<file path="src/hw/exPkg.sv">
/*
 * Execute stage types: op class and function encodings, the function-field
 * union, decode, operand, EX/MEM and flag bundles
 */
package exPkg;

    // ------------------------------------------------------------------
    // Operation encodings
    // ------------------------------------------------------------------

    typedef enum logic [2:0] {
        OP_NONE   = 3'd0,                 // Bubble
        OP_ALU    = 3'd1,
        OP_MULACC = 3'd2,
        OP_BRANCH = 3'd3,
        OP_JUMP   = 3'd4
    } opClass_e;

    // MIPS funct codes where one exists
    typedef enum logic [5:0] {
        ALU_SLL  = 6'h00,
        ALU_SRL  = 6'h02,
        ALU_SRA  = 6'h03,
        ALU_ADD  = 6'h20,
        ALU_ADDU = 6'h21,
        ALU_SUB  = 6'h22,
        ALU_SUBU = 6'h23,
        ALU_AND  = 6'h24,
        ALU_OR   = 6'h25,
        ALU_XOR  = 6'h26,
        ALU_NOR  = 6'h27,
        ALU_SLT  = 6'h2a,
        ALU_SLTU = 6'h2b
    } aluFunc_e;

    typedef enum logic [5:0] {
        MUL_MFHI   = 6'h10,
        MUL_MFLO   = 6'h12,
        MUL_MULT   = 6'h18,               // Low product word
        MUL_MADD   = 6'h1c,               // Acc += product
        MUL_CLRACC = 6'h3f
    } mulFunc_e;

    typedef enum logic [5:0] {
        BR_BLTZ = 6'h01,
        BR_BEQ  = 6'h04,
        BR_BNE  = 6'h05,
        BR_BGEZ = 6'h11
    } brFunc_e;

    // Same 6 bits, meaning depends on opClass
    typedef union packed {
        aluFunc_e alu;
        mulFunc_e mul;
        brFunc_e  br;
    } exFunc_u;

    // ------------------------------------------------------------------
    // Bundles
    // ------------------------------------------------------------------

    typedef struct packed {
        opClass_e    opClass;
        exFunc_u     func;
        logic        aluSrc;              // 1 selects immediate
        logic        regWrite;
        logic        memRead;
        logic        memtoReg;
        logic        memWrite;
        logic [4:0]  rAddr;
        logic [4:0]  shamt;
        logic [31:0] a;
        logic [31:0] b;
        logic [31:0] immediate;
        logic [31:0] pc;
    } exDecode_s;

    // Registered ID/EX view, operand mux already applied
    typedef struct packed {
        opClass_e    opClass;
        exFunc_u     func;
        logic        regWrite;
        logic        memRead;
        logic        memtoReg;
        logic        memWrite;
        logic [4:0]  rAddr;
        logic [4:0]  shamt;
        logic [31:0] a;
        logic [31:0] b;
        logic [31:0] y;                   // Second ALU operand
        logic [31:0] immediate;
        logic [31:0] pc;
    } exOperands_s;

    typedef struct packed {
        logic [31:0] result;
        logic [31:0] rtData;
        logic [4:0]  rAddr;
        logic        regWrite;
        logic        memRead;
        logic        memtoReg;
        logic        memWrite;
    } exMem_s;

    typedef struct packed {
        logic c;
        logic z;
        logic o;
        logic n;
    } exFlags_s;

endpackage
</file>
<file path="src/hw/exBranch.sv">
/*
 * Branch condition evaluation, branch and jump target, return address
 */
`timescale 1ns/1ps

module exBranch (
    input  exPkg::exOperands_s ops,
    output logic [31:0]        target,
    output logic [31:0]        retAddr,
    output logic               taken
);
    import exPkg::*;

    logic [31:0] brTarget;
    logic        cond;

    assign retAddr  = ops.pc + 32'd4;
    assign brTarget = retAddr + {ops.immediate[29:0], 2'b00}; // Word offset

    always_comb begin
        unique case (ops.func.br)
            BR_BEQ:  cond = (ops.a == ops.b);
            BR_BNE:  cond = (ops.a != ops.b);
            BR_BLTZ: cond = ops.a[31];
            BR_BGEZ: cond = !ops.a[31];
            default: cond = 1'b0;
        endcase
    end

    // Target is the next pc, so a branch not taken falls through
    always_comb begin
        unique case (ops.opClass)
            OP_BRANCH: begin
                taken  = cond;
                target = cond ? brTarget : retAddr;
            end
            OP_JUMP: begin
                taken  = 1'b1;            // Unconditional
                target = ops.immediate;   // Absolute
            end
            default: begin
                taken  = 1'b0;
                target = retAddr;
            end
        endcase
    end

endmodule

</file>
<file path="config.mk">
export PLATFORM = sky130hd
export DESIGN_NAME = exBranch
export DESIGN_NICKNAME = d
export VERILOG_FILES = /design/src/hw/exPkg.sv /design/src/hw/exBranch.sv
export SDC_FILE = /design/constraint.sdc
export NUM_CORES = 1
export LEC_CHECK = 0
export BUFFER_PORTS_ARGS = -buffer_cell sky130_fd_sc_hd__buf_2
export CAP_MARGIN = 20
export CORE_AREA = 2 2 97 99
export DETAILED_ROUTE_END_ITERATION = 6
export DIE_AREA = 0 0 99 101
export PLACE_DENSITY_LB_ADDON = 0.05
export SLEW_MARGIN = 10
export SYNTH_ARGS = -nofsm -noshare
export SYNTH_HDL_FRONTEND = slang
export SYNTH_SLANG_ARGS = --single-unit
</file>
<file path="constraint.sdc">
create_clock -name vclk -period 9
set_input_delay 1.8 -clock vclk [all_inputs]
set_output_delay 1.8 -clock vclk [all_outputs]
set_load 0.02 [all_outputs]
</file>
; Word level (Yosys, flattened, before mapping)
; Cells that the tools add are included.
; Widths: inputs -> output; s select.
[totals]
regBits = 0
input_bits = 183
output_inout_bits = 65
word_cells = 15
[classes]
n_addsub = 2
n_eq_ne = 8
mux = 4
reduce_logical = 1
[op_table]
columns = operator, n
row1 = $pmux 32 s2, 1
row2 = $add 32x3->32 const B, 1
row3 = $add 32x32->32, 1
row4 = $eq 32x32->1, 1
row5 = $mux 32, 1
row6 = $ne 32x32->1, 1
row7 = $eq 6x3->1 const B, 2
row8 = $eq 6x1->1 const B, 1
row9 = $eq 6x5->1 const B, 1
row10 = $pmux 1 s4, 1
row11 = $eq 3x2->1 const B, 1
row12 = $eq 3x3->1 const B, 1
row13 = $pmux 1 s2, 1
row14 = $logic_not 1->1, 1

; Depth between registers and ports, before layout
; Gate-level depths: netlist of the first run.
[logic_depth]
depth_word = 4
depth_mapped = 15
ltp_nobuf = 15

; Worst setup path before layout of the first run
; OpenSTA, ideal clock, no wires.
[synth_timing]
path_kind = input port to output port
start = input port ops[9] (netlist name)
end = output port target[31]
arrival_time_ps = 5202
slack_ps = 1998
stages = 14
path_buffers = 0
cell_sequence = and4_4 > nand2_1 > nor4_1 > nand3_1 > xnor2_1 > ha_1 > a21o_1 > a21oi_1 > o31ai_1 > nand3_1 > nand3_1 > or3_2 > nand4_1 > or3b_1
[synth_between]
elab_chain_cells = 4
[synth_rtl]
columns = item, line_no
row1 = start: declaration, exBranch.sv:7  ; input exPkg::exOperands_s ops,
row2 = $add 32x3->32, exBranch.sv:17  ; assign retAddr = ops.pc + 32'd4;
row3 = via retAddr[24], exBranch.sv:9  ; output logic [31:0] retAddr,
row4 = $add 32x32->32, exBranch.sv:18  ; assign brTarget = retAddr + {ops.immediate[29:0], 2'b00};
row5 = $mux 32, exBranch.sv:35  ; target = cond ? brTarget : retAddr;
row6 = $pmux 32 s2, exBranch.sv:32  ; unique case (ops.opClass)
row7 = end: declaration, exBranch.sv:8  ; output logic [31:0] target,
; The timed path passes the listed nets, and every way through them passes these cells.

; Worst setup path after layout of the first run
[layout_timing]
start = input port ops[2] (netlist name)
end = output port target[31]
[layout_between]
elab_chain_cells = 4
[layout_rtl]
columns = item, line_no
row1 = $add 32x3->32 (*), exBranch.sv:17
row2 = $add 32x32->32, exBranch.sv:18
row3 = $mux 32, exBranch.sv:35
row4 = $pmux 32 s2 (*), exBranch.sv:32
; Mark *: on every way between the ends. The rest lies on a longest branch, timed or not.

==> load_flow_metrics.sql, run 1 <==
INSERT INTO impl_metrics (metric_group, metric, value, unit) VALUES
('worst_setup_path', 'critPathArrivalTime', '5.76', 'ns'),
('sta', 'rsz0062_at_grt', 'no', ''),
('sta', 'whs', '3.85', 'ns'),
('power', 'power_switching_share', '57.0', '%'),
('worst_setup_path', 'cells_along_the_critical_path', 'buf_2, ha_1, nand4_1, nor4_1, nand3_1, xnor2_1, ha_1, a21o_1, a21oi_1, o31ai_1, nand3_1, nand3_1, or3_2, nand4_1, or3b_1, buf_2', ''),
('floorplan', 'coreArea', '8980', 'um2'),
('place', 'dpl_cell_area', '4230', 'um2'),
('floorplan', 'die-area', '10000', 'um2'),
('place', 'detailedPlacementHpwl', '10500', 'um'),
('synth', 'synth.avg_cell_area', '7.00', 'um2'),
('finish', 'seq_area', '0', 'um2'),
('finish', 'fin_area', '4230', 'um2'),
('finish', 'num_antenna_cells', '0', ''),
('finish', 'most-common-layout-cells', 'sky130_fd_sc_hd__buf_2 (202), sky130_fd_sc_hd__xnor2_1 (57), sky130_fd_sc_hd__nand2_1 (36), sky130_fd_sc_hd__nor2_1 (36), sky130_fd_sc_hd__ha_1 (35)', ''),
('finish', 'fin_nets', '859', ''),
('power', 'p_clk_share', '0', '%'),
('worst_setup_path', 'crit_required', '7.20', 'ns'),
('global_route', 'grt_max_degree', '22', ''),
('power', 'max-vdd-ir-drop', '0.0287', 'mV'),
('sta', 'finalHoldViolCount', '0', ''),
('place', 'gpl.final_weighted_congestion', '0.956', ''),
('detailed_routing', 'avgViaCountPerCell', '5.45', ''),
('global_route', 'groute.usage.overall', '22.5', '%'),
('detailed_routing', 'postRouteAntennaNets', '0', ''),
('synth', 'synthesis.instances', '445', ''),
('power', 'static_leakage', '0.00200', 'uW'),
('power', 'share_comb_of_total_power', '100.0', '%'),
('sta', 'relative_slew_margins', '30.2', '%'),
('worst_hold_path', 'whs_path_depth', '2', ''),
('clocking', 'ctsHoldBuffers', '0', ''),
('worst_setup_path', 'critical_path_class', 'in2out', ''),
('finish', 'seq_cells', '0', ''),
('clocking', 'postCtsSetupRepairBufs', '0', ''),
('floorplan', 'boundaryPins', '248', ''),
('detailed_routing', 'totalWireLength', '12100', 'um'),
('place', 'io_buffer_count', '202', ''),
('power', 'power_switching', '145', 'uW'),
('worst_setup_path', 'crit_path_frequent_cell', 'sky130_fd_sc_hd__nand3_1', ''),
('worst_setup_path', 'worstPathMaxFanout', '4', ''),
('finish', 'syn2layout_area_growth', '35.8', '%'),
('clocking', 'count_of_cells_resized_by_post_cts_repair', '0', ''),
('worst_hold_path', 'whs_endpoint', 'retAddr[1]', ''),
('global_route', 'grt_antenna_before_repair', '0', ''),
('worst_setup_path', 'setup.worst_path.start_class', 'input pin', ''),
('synth', 'synth.top_cells.by_area', 'sky130_fd_sc_hd__xnor2_1 (16%), sky130_fd_sc_hd__ha_1 (14%), sky130_fd_sc_hd__a221o_1 (5.8%), sky130_fd_sc_hd__xor2_1 (5.1%), sky130_fd_sc_hd__a21oi_1 (5.0%)', ''),
('detailed_routing', 'route.vias.total', '4080', ''),
('sta', 'worst_pin_slew', '1.04', 'ns'),
('sta', 'timing.fmax', '132', 'MHz'),
('power', 'report.power.total', '255', 'uW'),
('finish', 'layout_commonest_cell', 'sky130_fd_sc_hd__buf_2', ''),
('status', 'status', 'complete, no violations', ''),
('worst_hold_path', 'hold_path_startpoint', 'ops[1]', ''),
('detailed_routing', 'remaining_drc_errors', '0', ''),
('flow_run', 'max_cap_viol_count', '0', ''),
('floorplan', 'fp.dieH', '101', 'um'),
('detailed_routing', 'detail_route.wl_per_cell', '16.2', 'um'),
('floorplan', 'floorplan.initialDensity', '34.7', '%'),
('finish', 'num-fill-cells', '956', ''),
('finish', 'layout-drive-gt1-share', '35.3', '%'),
('floorplan', 'core.rowCount', '35', ''),
('synth', 'netlist-cell-type-count', '67', ''),
('synth', 'netlist.top_cell.by_area', 'sky130_fd_sc_hd__xnor2_1', ''),
('synth', 'yosysSeqAreaShare', '0', '%'),
('worst_setup_path', 'critPathCaptureType', 'output port', ''),
('global_route', 'grt_overflow', '0', ''),
('global_route', 'grt_pass1_wl', '18800', 'um'),
('power', 'power.share.sequential', '0', '%'),
('finish', 'num-clock-buffers', '0', ''),
('detailed_routing', 'drt_iter0_markers', '156', ''),
('sta', 'max_slew_violation_count', '0', ''),
('worst_setup_path', 'critical_path.max_stage_delay', '0.69', 'ns');
==> cells by family after synthesis <==
kind of cell | share of synthesized area (%)
simple gates | 30.3
buf+inv | 3.65
compound gates | 28.4
fa+ha+maj | 14.7
xor+xnor | 21.6
mux | 1.36
==> per-stage QoR <==
stage,worst slack (ns),std cells,utilization [%]
floorplan,2.00,445,-
global route,1.29,749,47.1
finish,1.44,749,47.1
CTS,1.48,749,47.1
detailed placement,1.50,749,47.1
global placement,1.59,749,47.1
==> cells in the mapped netlist, types with 3 or more instances <==
master,n
sky130_fd_sc_hd__xnor2_1,57
sky130_fd_sc_hd__nand2_1,36
sky130_fd_sc_hd__nor2_1,36
sky130_fd_sc_hd__ha_1,35
sky130_fd_sc_hd__a21oi_1,31
sky130_fd_sc_hd__nand3_1,27
sky130_fd_sc_hd__a221o_1,18
sky130_fd_sc_hd__xor2_1,18
sky130_fd_sc_hd__nor3_1,16
sky130_fd_sc_hd__inv_1,15
sky130_fd_sc_hd__o21ai_0,15
sky130_fd_sc_hd__nand4_1,14
sky130_fd_sc_hd__o21a_1,12
sky130_fd_sc_hd__and2_1,8
sky130_fd_sc_hd__a21o_1,7
sky130_fd_sc_hd__and3_1,6
sky130_fd_sc_hd__o211ai_1,6
sky130_fd_sc_hd__clkbuf_1,5
sky130_fd_sc_hd__nor4_1,5
sky130_fd_sc_hd__a31o_2,4
sky130_fd_sc_hd__buf_2,4
sky130_fd_sc_hd__nor2b_1,4
sky130_fd_sc_hd__or3_1,4
sky130_fd_sc_hd__a211oi_1,3
sky130_fd_sc_hd__a31oi_1,3
sky130_fd_sc_hd__nand3b_1,3
sky130_fd_sc_hd__nor3b_1,3
sky130_fd_sc_hd__o21bai_1,3
==> worst max-delay path by stage <==
stage / from / to / cells past startpoint
after floorplan: ops[9] / target[31] / 14
after global placement: ops[2] / target[31] / 16
after detailed placement: ops[2] / target[31] / 16
after CTS: ops[2] / target[31] / 16
after global routing: ops[2] / target[31] / 16
final: ops[2] / target[31] / 16
==> critical path, delay by kind of cell <==
family                     cells  cell delay, ns
and+or+nand+nor                8            2.21
adders and majority gates      2            0.53
buffers and inverters          2            0.28
AOI/OAI and AO/OA              3            0.51
xor gates and xnor gates       1            0.40
==> metal layers <==
layer / track usage [%] / wire length [um] / vias up
met5: 0 / 0 / -
met2: 42.3 / 6150 / 132
met3: 2.08 / 734 / 2
li1: - / - / 2062
met1: 29.1 / 5230 / 1884
met4: 1.05 / 25 / 0
==> final cells by class <==
type / instances / area, um2 / share of cell area, %
timing repair buffer: 204 / 1030 / 24.2
tap: 111 / 139 / 3.28
inverter: 16 / 60.1 / 1.42
multi-input combinational: 418 / 3010 / 71.1
==> power by group through the flow <==
stage / registers, uW / clock network [uW] / logic (uW)
global placement: 0 / 0 / 251
finish: 0 / 0 / 255
floorplan: 0 / 0 / 165
global route: 0 / 0 / 280
detailed placement: 0 / 0 / 253
CTS: 0 / 0 / 254
No activity file was read; power rests on OpenSTA's default activity.
==> run 2: changes to the inputs <==
--- a/config.mk
+++ b/config.mk
@@ -5,11 +5,12 @@
 export SDC_FILE = /design/constraint.sdc
 export NUM_CORES = 1
 export LEC_CHECK = 0
+export ABC_AREA = 1
 export BUFFER_PORTS_ARGS = -buffer_cell sky130_fd_sc_hd__buf_2
 export CAP_MARGIN = 20
-export CORE_AREA = 2 2 97 99
+export CORE_ASPECT_RATIO = 0.75
+export CORE_UTILIZATION = 48
 export DETAILED_ROUTE_END_ITERATION = 6
-export DIE_AREA = 0 0 99 101
 export PLACE_DENSITY_LB_ADDON = 0.05
 export SLEW_MARGIN = 10
 export SYNTH_ARGS = -nofsm -noshare
==> constraint.sdc (replaced) <==
create_clock -name vclk -period 7
set_input_delay 1.4 -clock vclk [all_inputs]
set_output_delay 1.4 -clock vclk [all_outputs]
set_load 0.02 [all_outputs]
==> run 2 against run 1 <==
Via count is 55% higher. Global-route usage is 10 points higher. Non-clock buffer count is 1 higher.
==> load_flow_metrics.sql, run 2 <==
INSERT INTO impl_metrics (metric_group, metric, value, unit) VALUES
('synth', 'synthXorXnorAreaFrac', '9.37', '%'),
('worst_setup_path', 'worstPathBufferInverterCount', '5', ''),
('global_route', 'groute.usage.overall', '32.8', '%'),
('global_route', 'grt_pass1_wl', '26400', 'um'),
('finish', 'seq_cells', '0', ''),
('place', 'detailedPlacementHpwl', '14100', 'um'),
('floorplan', 'chipWidth', '116', 'um'),
('clocking', 'postCtsSetupRepairBufs', '0', ''),
('finish', 'num_antenna_cells', '0', ''),
('detailed_routing', 'remaining_drc_errors', '0', ''),
('floorplan', 'coreArea', '9230', 'um2'),
('sta', 'min_period_over_period', '85.2', '%'),
('synth', 'synth_simple_gate_area_share', '58.2', '%'),
('worst_setup_path', 'setup.worst_path.start_class', 'input pin', ''),
('synth', 'synth-compound-area-share', '6.95', '%'),
('worst_setup_path', 'critical_path_depth', '22', ''),
('finish', 'final_standard_cell_utilization_of_the_core', '61.9', '%'),
('finish', 'most-common-layout-cells', 'sky130_fd_sc_hd__nand2_1 (310), sky130_fd_sc_hd__buf_2 (202), sky130_fd_sc_hd__inv_1 (151)', ''),
('place', 'gpl.final_weighted_congestion', '0.994', ''),
('floorplan', 'floorplan.initialDensity', '50.3', '%'),
('detailed_routing', 'wl_met2', '6620', 'um'),
('sta', 'worst_pin_slew', '1.09', 'ns'),
('global_route', 'grt_pass1_vias', '5495', ''),
('worst_hold_path', 'whs_path_depth', '2', ''),
('detailed_routing', 'drt_iter0_markers', '515', ''),
('worst_setup_path', 'critPathCaptureType', 'output port', ''),
('power', 'power_switching', '251', 'uW'),
('finish', 'fin_nets', '1308', ''),
('sta', 'timing.fmax', '168', 'MHz'),
('floorplan', 'fp.dieH', '87.2', 'um'),
('finish', 'syn2layout_area_growth', '23.0', '%'),
('worst_setup_path', 'crit_path_frequent_cell', 'sky130_fd_sc_hd__nand2_1', ''),
('floorplan', 'die-area', '10100', 'um2'),
('synth', 'netlist.top_cell.by_area', 'sky130_fd_sc_hd__nand2_1', ''),
('worst_setup_path', 'critical_path.max_stage_delay', '0.35', 'ns'),
('synth', 'ys.warnings.count', '0', ''),
('worst_setup_path', 'timing.critical_path.slowest_stage_cell', 'sky130_fd_sc_hd__ha_1', ''),
('synth', 'combinational_family_with_the_most_area_after_synthesis', 'simple AND/OR/NAND/NOR gates', ''),
('synth', 'synth_most_common_cell', 'sky130_fd_sc_hd__nand2_1', ''),
('global_route', 'grt_max_degree', '33', ''),
('synth', 'post_synth_instance_area', '4650', 'um2'),
('synth', 'synth_adder_area_share', '9.86', '%'),
('synth', 'synthesis.instances', '899', ''),
('synth', 'netlist-cell-type-count', '42', ''),
('synth', 'synthMuxAreaShare', '0', '%'),
('finish', 'layout_commonest_cell', 'sky130_fd_sc_hd__nand2_1', ''),
('worst_setup_path', 'worstPathMaxFanout', '5', ''),
('clocking', 'ctsHoldBuffers', '0', ''),
('floorplan', 'core.rowCount', '30', ''),
('sta', 'max_slew_violation_count', '0', ''),
('detailed_routing', 'avgViaCountPerCell', '5.20', ''),
('finish', 'num-fill-cells', '1030', ''),
('global_route', 'grt_overflow', '0', ''),
('sta', 'relative_slew_margins', '27.2', '%'),
('power', 'p_clk_share', '0', '%'),
('synth', 'yosys-top-cells-count', 'sky130_fd_sc_hd__nand2_1 (310), sky130_fd_sc_hd__inv_1 (151), sky130_fd_sc_hd__nand3_1 (93)', ''),
('worst_setup_path', 'top_cell_family_by_delay_on_the_critical_path', 'simple AND/OR/NAND/NOR gates', ''),
('clocking', 'count_of_cells_resized_by_post_cts_repair', '0', ''),
('flow_run', 'max_cap_viol_count', '0', ''),
('power', 'max-vdd-ir-drop', '0.0389', 'mV'),
('place', 'io_buffer_count', '202', ''),
('finish', 'layout-drive-gt1-share', '24.0', '%'),
('power', 'power.share.sequential', '0', '%'),
('power', 'share_comb_of_total_power', '100.0', '%'),
('power', 'power_density', '69.9', 'nW/um2'),
('finish', 'seq_area', '0', 'um2'),
('power', 'internal_power', '148', 'uW'),
('detailed_routing', 'routed_length_on_met3', '1580', 'um'),
('sta', 'endpoints_failing_setup', '0', ''),
('detailed_routing', 'route.vias.total', '6313', ''),
('worst_setup_path', 'cells_along_the_critical_path', 'buf_2, ha_1, nand2_2, inv_2, nand4_2, nor3_2, xnor2_1, inv_1, ha_1, nand2_1, nor2_1, inv_1, nor2_1, nand2_1, nand2_1, nand2_1, nand3_1, nand2_1, nand3_1, nand3_1, nand2_1, buf_2', ''),
('worst_setup_path', 'crit_required', '5.60', 'ns'),
('detailed_routing', 'postRouteAntennaNets', '0', ''),
('synth', 'yosysSeqAreaShare', '0', '%'),
('global_route', 'grt_antenna_before_repair', '0', ''),
('detailed_routing', 'dr.pass1.iters', '5', ''),
('sta', 'rsz0062_at_grt', 'no', ''),
('sta', 'period_needed', '5.96', 'ns'),
('power', 'power_switching_share', '63.0', '%'),
('status', 'status', 'complete, no violations', ''),
('detailed_routing', 'drt-met1-wl', '7960', 'um'),
('worst_hold_path', 'worst_hold_class', 'in2out', ''),
('sta', 'finalHoldViolCount', '0', ''),
('synth', 'post-synth-top-area-fraction', '25.0', '%'),
('floorplan', 'boundaryPins', '248', ''),
('detailed_routing', 'totalWireLength', '16500', 'um'),
('synth', 'synth.top_cells.by_area', 'sky130_fd_sc_hd__nand2_1 (25%), sky130_fd_sc_hd__inv_1 (12%), sky130_fd_sc_hd__nand3_1 (10%), sky130_fd_sc_hd__ha_1 (9.4%), sky130_fd_sc_hd__nor2_1 (5.8%)', ''),
('worst_setup_path', 'critPathArrivalTime', '4.56', 'ns'),
('detailed_routing', 'max_layer_used', 'met4', ''),
('detailed_routing', 'detail_route.wl_per_cell', '13.5', 'um'),
('sta', 'setup-tns-final', '0', 'ns'),
('worst_setup_path', 'critical_path_class', 'in2out', ''),
('synth', 'postSynthNetCount', '1118', ''),
('finish', 'num-clock-buffers', '0', ''),
('power', 'static_leakage', '0.00338', 'uW'),
('synth', 'synth.avg_cell_area', '5.17', 'um2');
[run 2: cell types whose count changed after synthesis, moves of 8 or more]
cell and change:
sky130_fd_sc_hd__a221o_1 -18, sky130_fd_sc_hd__inv_1 +136, sky130_fd_sc_hd__nand2_1 +274, sky130_fd_sc_hd__nand2_2 +8, sky130_fd_sc_hd__nand3_1 +66, sky130_fd_sc_hd__nand3_2 +14
sky130_fd_sc_hd__nand4_1 +19, sky130_fd_sc_hd__nor2_1 +36, sky130_fd_sc_hd__o21a_1 -12, sky130_fd_sc_hd__xnor2_1 -27
[run 2: power groups by stage]
stage	clock, uW	combinational [uW]	sequential [uW]
after global placement	0	389	0
after CTS	0	394	0
after global routing	0	446	0
final	0	399	0
after floorplan	0	260	0
after detailed placement	0	392	0
[run 2: per-stage QoR]
| step | instance area, um2 | hold WS [ns] | instances | total power [uW] | setup slack, ns |
|---|---|---|---|---|---|
| detailed placement | 5720 | 3.04 | 1215 | 392 | 1.11 |
| finish | 5720 | 3.04 | 1215 | 399 | 1.04 |
| global placement | 5720 | 3.04 | 1215 | 389 | 1.13 |
| global route | 5720 | 3.07 | 1215 | 446 | 0.762 |
| floorplan | 4650 | 2.90 | 899 | 260 | 1.78 |
| CTS | 5720 | 3.04 | 1215 | 394 | 1.10 |
[run 2: kinds of logic (layout without fill, tap and decap cells)]
family          after synthesis  in the layout
compound gates               59             59
buf+inv                     175            363
simple gates                581            581
fa+ha+maj                    36             36
xor+xnor                     48             48
[run 2: final timing paths]
path               start          to  slack (ns)
setup / recovery  ops[2]  target[31]        1.04
hold / removal    ops[0]  retAddr[0]        3.04
[run 2: final cells by class]
class                           count  area [um2]  area share [%]
Inverter                          158         597            10.4
Multi-Input combinational cell    724        3930            68.7
Tap cell                          128         160            2.80
Timing Repair Buffer              205        1030            18.1
[run 2: metal layers]
metal  vias to the layer above  global-route usage, %
li1                       3224                      -
met1                      2738                   47.9
met2                       327                   52.3
met3                        24                   3.13
met4                         0                   5.08
met5                         -                      0
==> run 3: changes to the inputs <==
--- a/config.mk
+++ b/config.mk
@@ -8,7 +8,7 @@
 export ABC_AREA = 1
 export BUFFER_PORTS_ARGS = -buffer_cell sky130_fd_sc_hd__buf_2
 export CAP_MARGIN = 20
-export CORE_ASPECT_RATIO = 0.75
+export CORE_ASPECT_RATIO = 1.2
 export CORE_UTILIZATION = 48
 export DETAILED_ROUTE_END_ITERATION = 6
 export PLACE_DENSITY_LB_ADDON = 0.05
==> run 3 against run 2 <==
Core utilization about the same. Sequential share of layout area is the same. Final area is 0.18% lower. Sequential cell count is the same. Routed wire length down 0.51%. Die area about the same. Power about the same. Worst hold slack worse by 0.0074 ns. Via count down 0.63%. Critical path depth decreased by 2. Critical path type unchanged.
==> load_flow_metrics.sql, run 3 (synthesis results as in run 2) <==
INSERT INTO impl_metrics (metric_group, metric, value, unit) VALUES
('status', 'status', 'complete, no violations', ''),
('sta', 'finalHoldViolCount', '0', ''),
('sta', 'whs', '3.03', 'ns'),
('global_route', 'grt_max_degree', '34', ''),
('place', 'io_buffer_count', '202', ''),
('finish', 'fin_nets', '1308', ''),
('worst_hold_path', 'worst_hold_class', 'in2out', ''),
('detailed_routing', 'drt_iter0_markers', '306', ''),
('sta', 'setup-tns-final', '0', 'ns'),
('finish', 'layout_commonest_cell', 'sky130_fd_sc_hd__nand2_1', ''),
('sta', 'min_period_over_period', '83.3', '%'),
('worst_setup_path', 'critical_path_class', 'in2out', ''),
('worst_setup_path', 'critical_path.max_stage_delay', '0.35', 'ns'),
('floorplan', 'die-area', '10100', 'um2'),
('detailed_routing', 'dr.pass1.iters', '7', ''),
('worst_setup_path', 'critPathCaptureType', 'output port', ''),
('detailed_routing', 'route.vias.total', '6273', ''),
('place', 'preCtsSetupSlack', '1.22', 'ns'),
('place', 'detailedPlacementHpwl', '14400', 'um'),
('clocking', 'postCtsSetupRepairBufs', '0', ''),
('worst_setup_path', 'crit_required', '5.60', 'ns'),
('sta', 'period_needed', '5.83', 'ns'),
('finish', 'seq_area', '0', 'um2'),
('sta', 'endpoints_failing_setup', '0', ''),
('floorplan', 'core.rowCount', '38', ''),
('finish', 'multi_input_comb_area', '3930', 'um2'),
('worst_setup_path', 'worstPathMaxFanout', '4', ''),
('floorplan', 'floorplan.initialDensity', '50.4', '%'),
('global_route', 'grt_overflow', '0', ''),
('global_route', 'grt_pass1_vias', '5812', ''),
('finish', 'seq_cells', '0', ''),
('sta', 'relative_slew_margins', '35.1', '%'),
('global_route', 'groute.usage.overall', '32.2', '%'),
('finish', 'fin_area', '5710', 'um2'),
('power', 'static_leakage', '0.00338', 'uW'),
('floorplan', 'boundaryPins', '248', ''),
('finish', 'num_antenna_cells', '0', ''),
('detailed_routing', 'avgViaCountPerCell', '5.20', ''),
('worst_setup_path', 'critPathArrivalTime', '4.43', 'ns'),
('sta', 'timing.fmax', '172', 'MHz'),
('floorplan', 'fp.dieH', '110', 'um'),
('global_route', 'grt_pass1_wl', '26100', 'um'),
('clocking', 'ctsHoldBuffers', '0', ''),
('worst_hold_path', 'whs_path_depth', '2', ''),
('floorplan', 'chipWidth', '91.8', 'um'),
('finish', 'num-clock-buffers', '0', ''),
('finish', 'layout-drive-gt1-share', '24.0', '%'),
('worst_setup_path', 'setup.worst_path.start_class', 'input pin', ''),
('finish', 'most-common-layout-cells', 'sky130_fd_sc_hd__nand2_1 (310), sky130_fd_sc_hd__buf_2 (202), sky130_fd_sc_hd__inv_1 (151)', ''),
('finish', 'num-fill-cells', '1039', ''),
('global_route', 'grt_antenna_before_repair', '0', ''),
('power', 'report.power.total', '399', 'uW'),
('worst_setup_path', 'cells_along_the_critical_path', 'buf_2, ha_1, nand2_2, nor3_4, nand3_2, nor3_4, nand2_2, xor2_1, clkinv_2, ha_1, a21oi_1, inv_1, nor2_1, o21ai_0, a21oi_1, nand2_1, nand2_1, nand4_1, nand3_1, buf_2', ''),
('sta', 'worst_pin_slew', '0.973', 'ns'),
('worst_hold_path', 'hold_path_startpoint', 'ops[0]', ''),
('detailed_routing', 'detail_route.wl_per_cell', '13.6', 'um'),
('worst_setup_path', 'timing.critical_path.slowest_stage_cell', 'sky130_fd_sc_hd__ha_1', ''),
('flow_run', 'max_cap_viol_count', '0', ''),
('detailed_routing', 'postRouteAntennaNets', '0', ''),
('sta', 'max_slew_violation_count', '0', ''),
('place', 'dpl_cell_area', '5710', 'um2'),
('place', 'gpl.final_weighted_congestion', '1.00', ''),
('power', 'power_density', '70.0', 'nW/um2'),
('clocking', 'count_of_cells_resized_by_post_cts_repair', '0', ''),
('worst_hold_path', 'whs_endpoint', 'retAddr[0]', ''),
('sta', 'timing.final.ws_setup', '1.17', 'ns'),
('power', 'max-vdd-ir-drop', '0.0398', 'mV'),
('sta', 'rsz0062_at_grt', 'no', ''),
('floorplan', 'coreArea', '9220', 'um2'),
('detailed_routing', 'remaining_drc_errors', '0', ''),
('finish', 'syn2layout_area_growth', '22.8', '%'),
('detailed_routing', 'totalWireLength', '16400', 'um');
run 3: cell counts in the layout (fill, tap and decap cells not counted):
No cell type changed its count.
run 3: routing by layer:
| layer | wire, um | vias up | global-route usage [%] |
|---|---|---|---|
| met5 | 0 | - | 0 |
| met4 | 736 | 0 | 12.5 |
| met3 | 1340 | 49 | 4.50 |
| li1 | - | 3222 | - |
| met1 | 6550 | 2713 | 37.5 |
| met2 | 7750 | 289 | 59.8 |
run 3: final cells by class:
class              instances  share of cell area [%]
multi-input cells        724                    68.8
well taps                120                    2.63
inverters                158                    10.5
repair buffers           205                    18.1
run 3: worst max path at each step:
stage               startpoint    endpoint  cells after the start
floorplan               ops[2]  target[29]                     18
global placement        ops[2]  target[29]                     20
detailed placement      ops[2]  target[29]                     20
CTS                     ops[2]  target[29]                     20
global route            ops[2]  target[21]                     19
finish                  ops[2]  target[29]                     20
run 3: through the flow:
stage | std cells | util, %
after floorplan | 899 | -
after CTS | 1207 | 61.9
after global routing | 1207 | 61.9
after detailed placement | 1207 | 61.9
final | 1207 | 61.9
after global placement | 1207 | 61.9
run 3: worst max-delay path: cells and delay by family:
family	cells	cell delay [ns]
AO/OA/AOI/OAI	3	0.60
XOR/XNOR	1	0.17
adder cells (fa/ha/maj)	2	0.55
buffers and inverters	4	0.48
AND/OR/NAND/NOR	10	1.23
run 3: power by group:
part	total (uW)	switching, uW	internal (uW)	leakage (uW)
registers	0	0	0	0
logic	399	252	147	0.00338
clock network	0	0	0	0
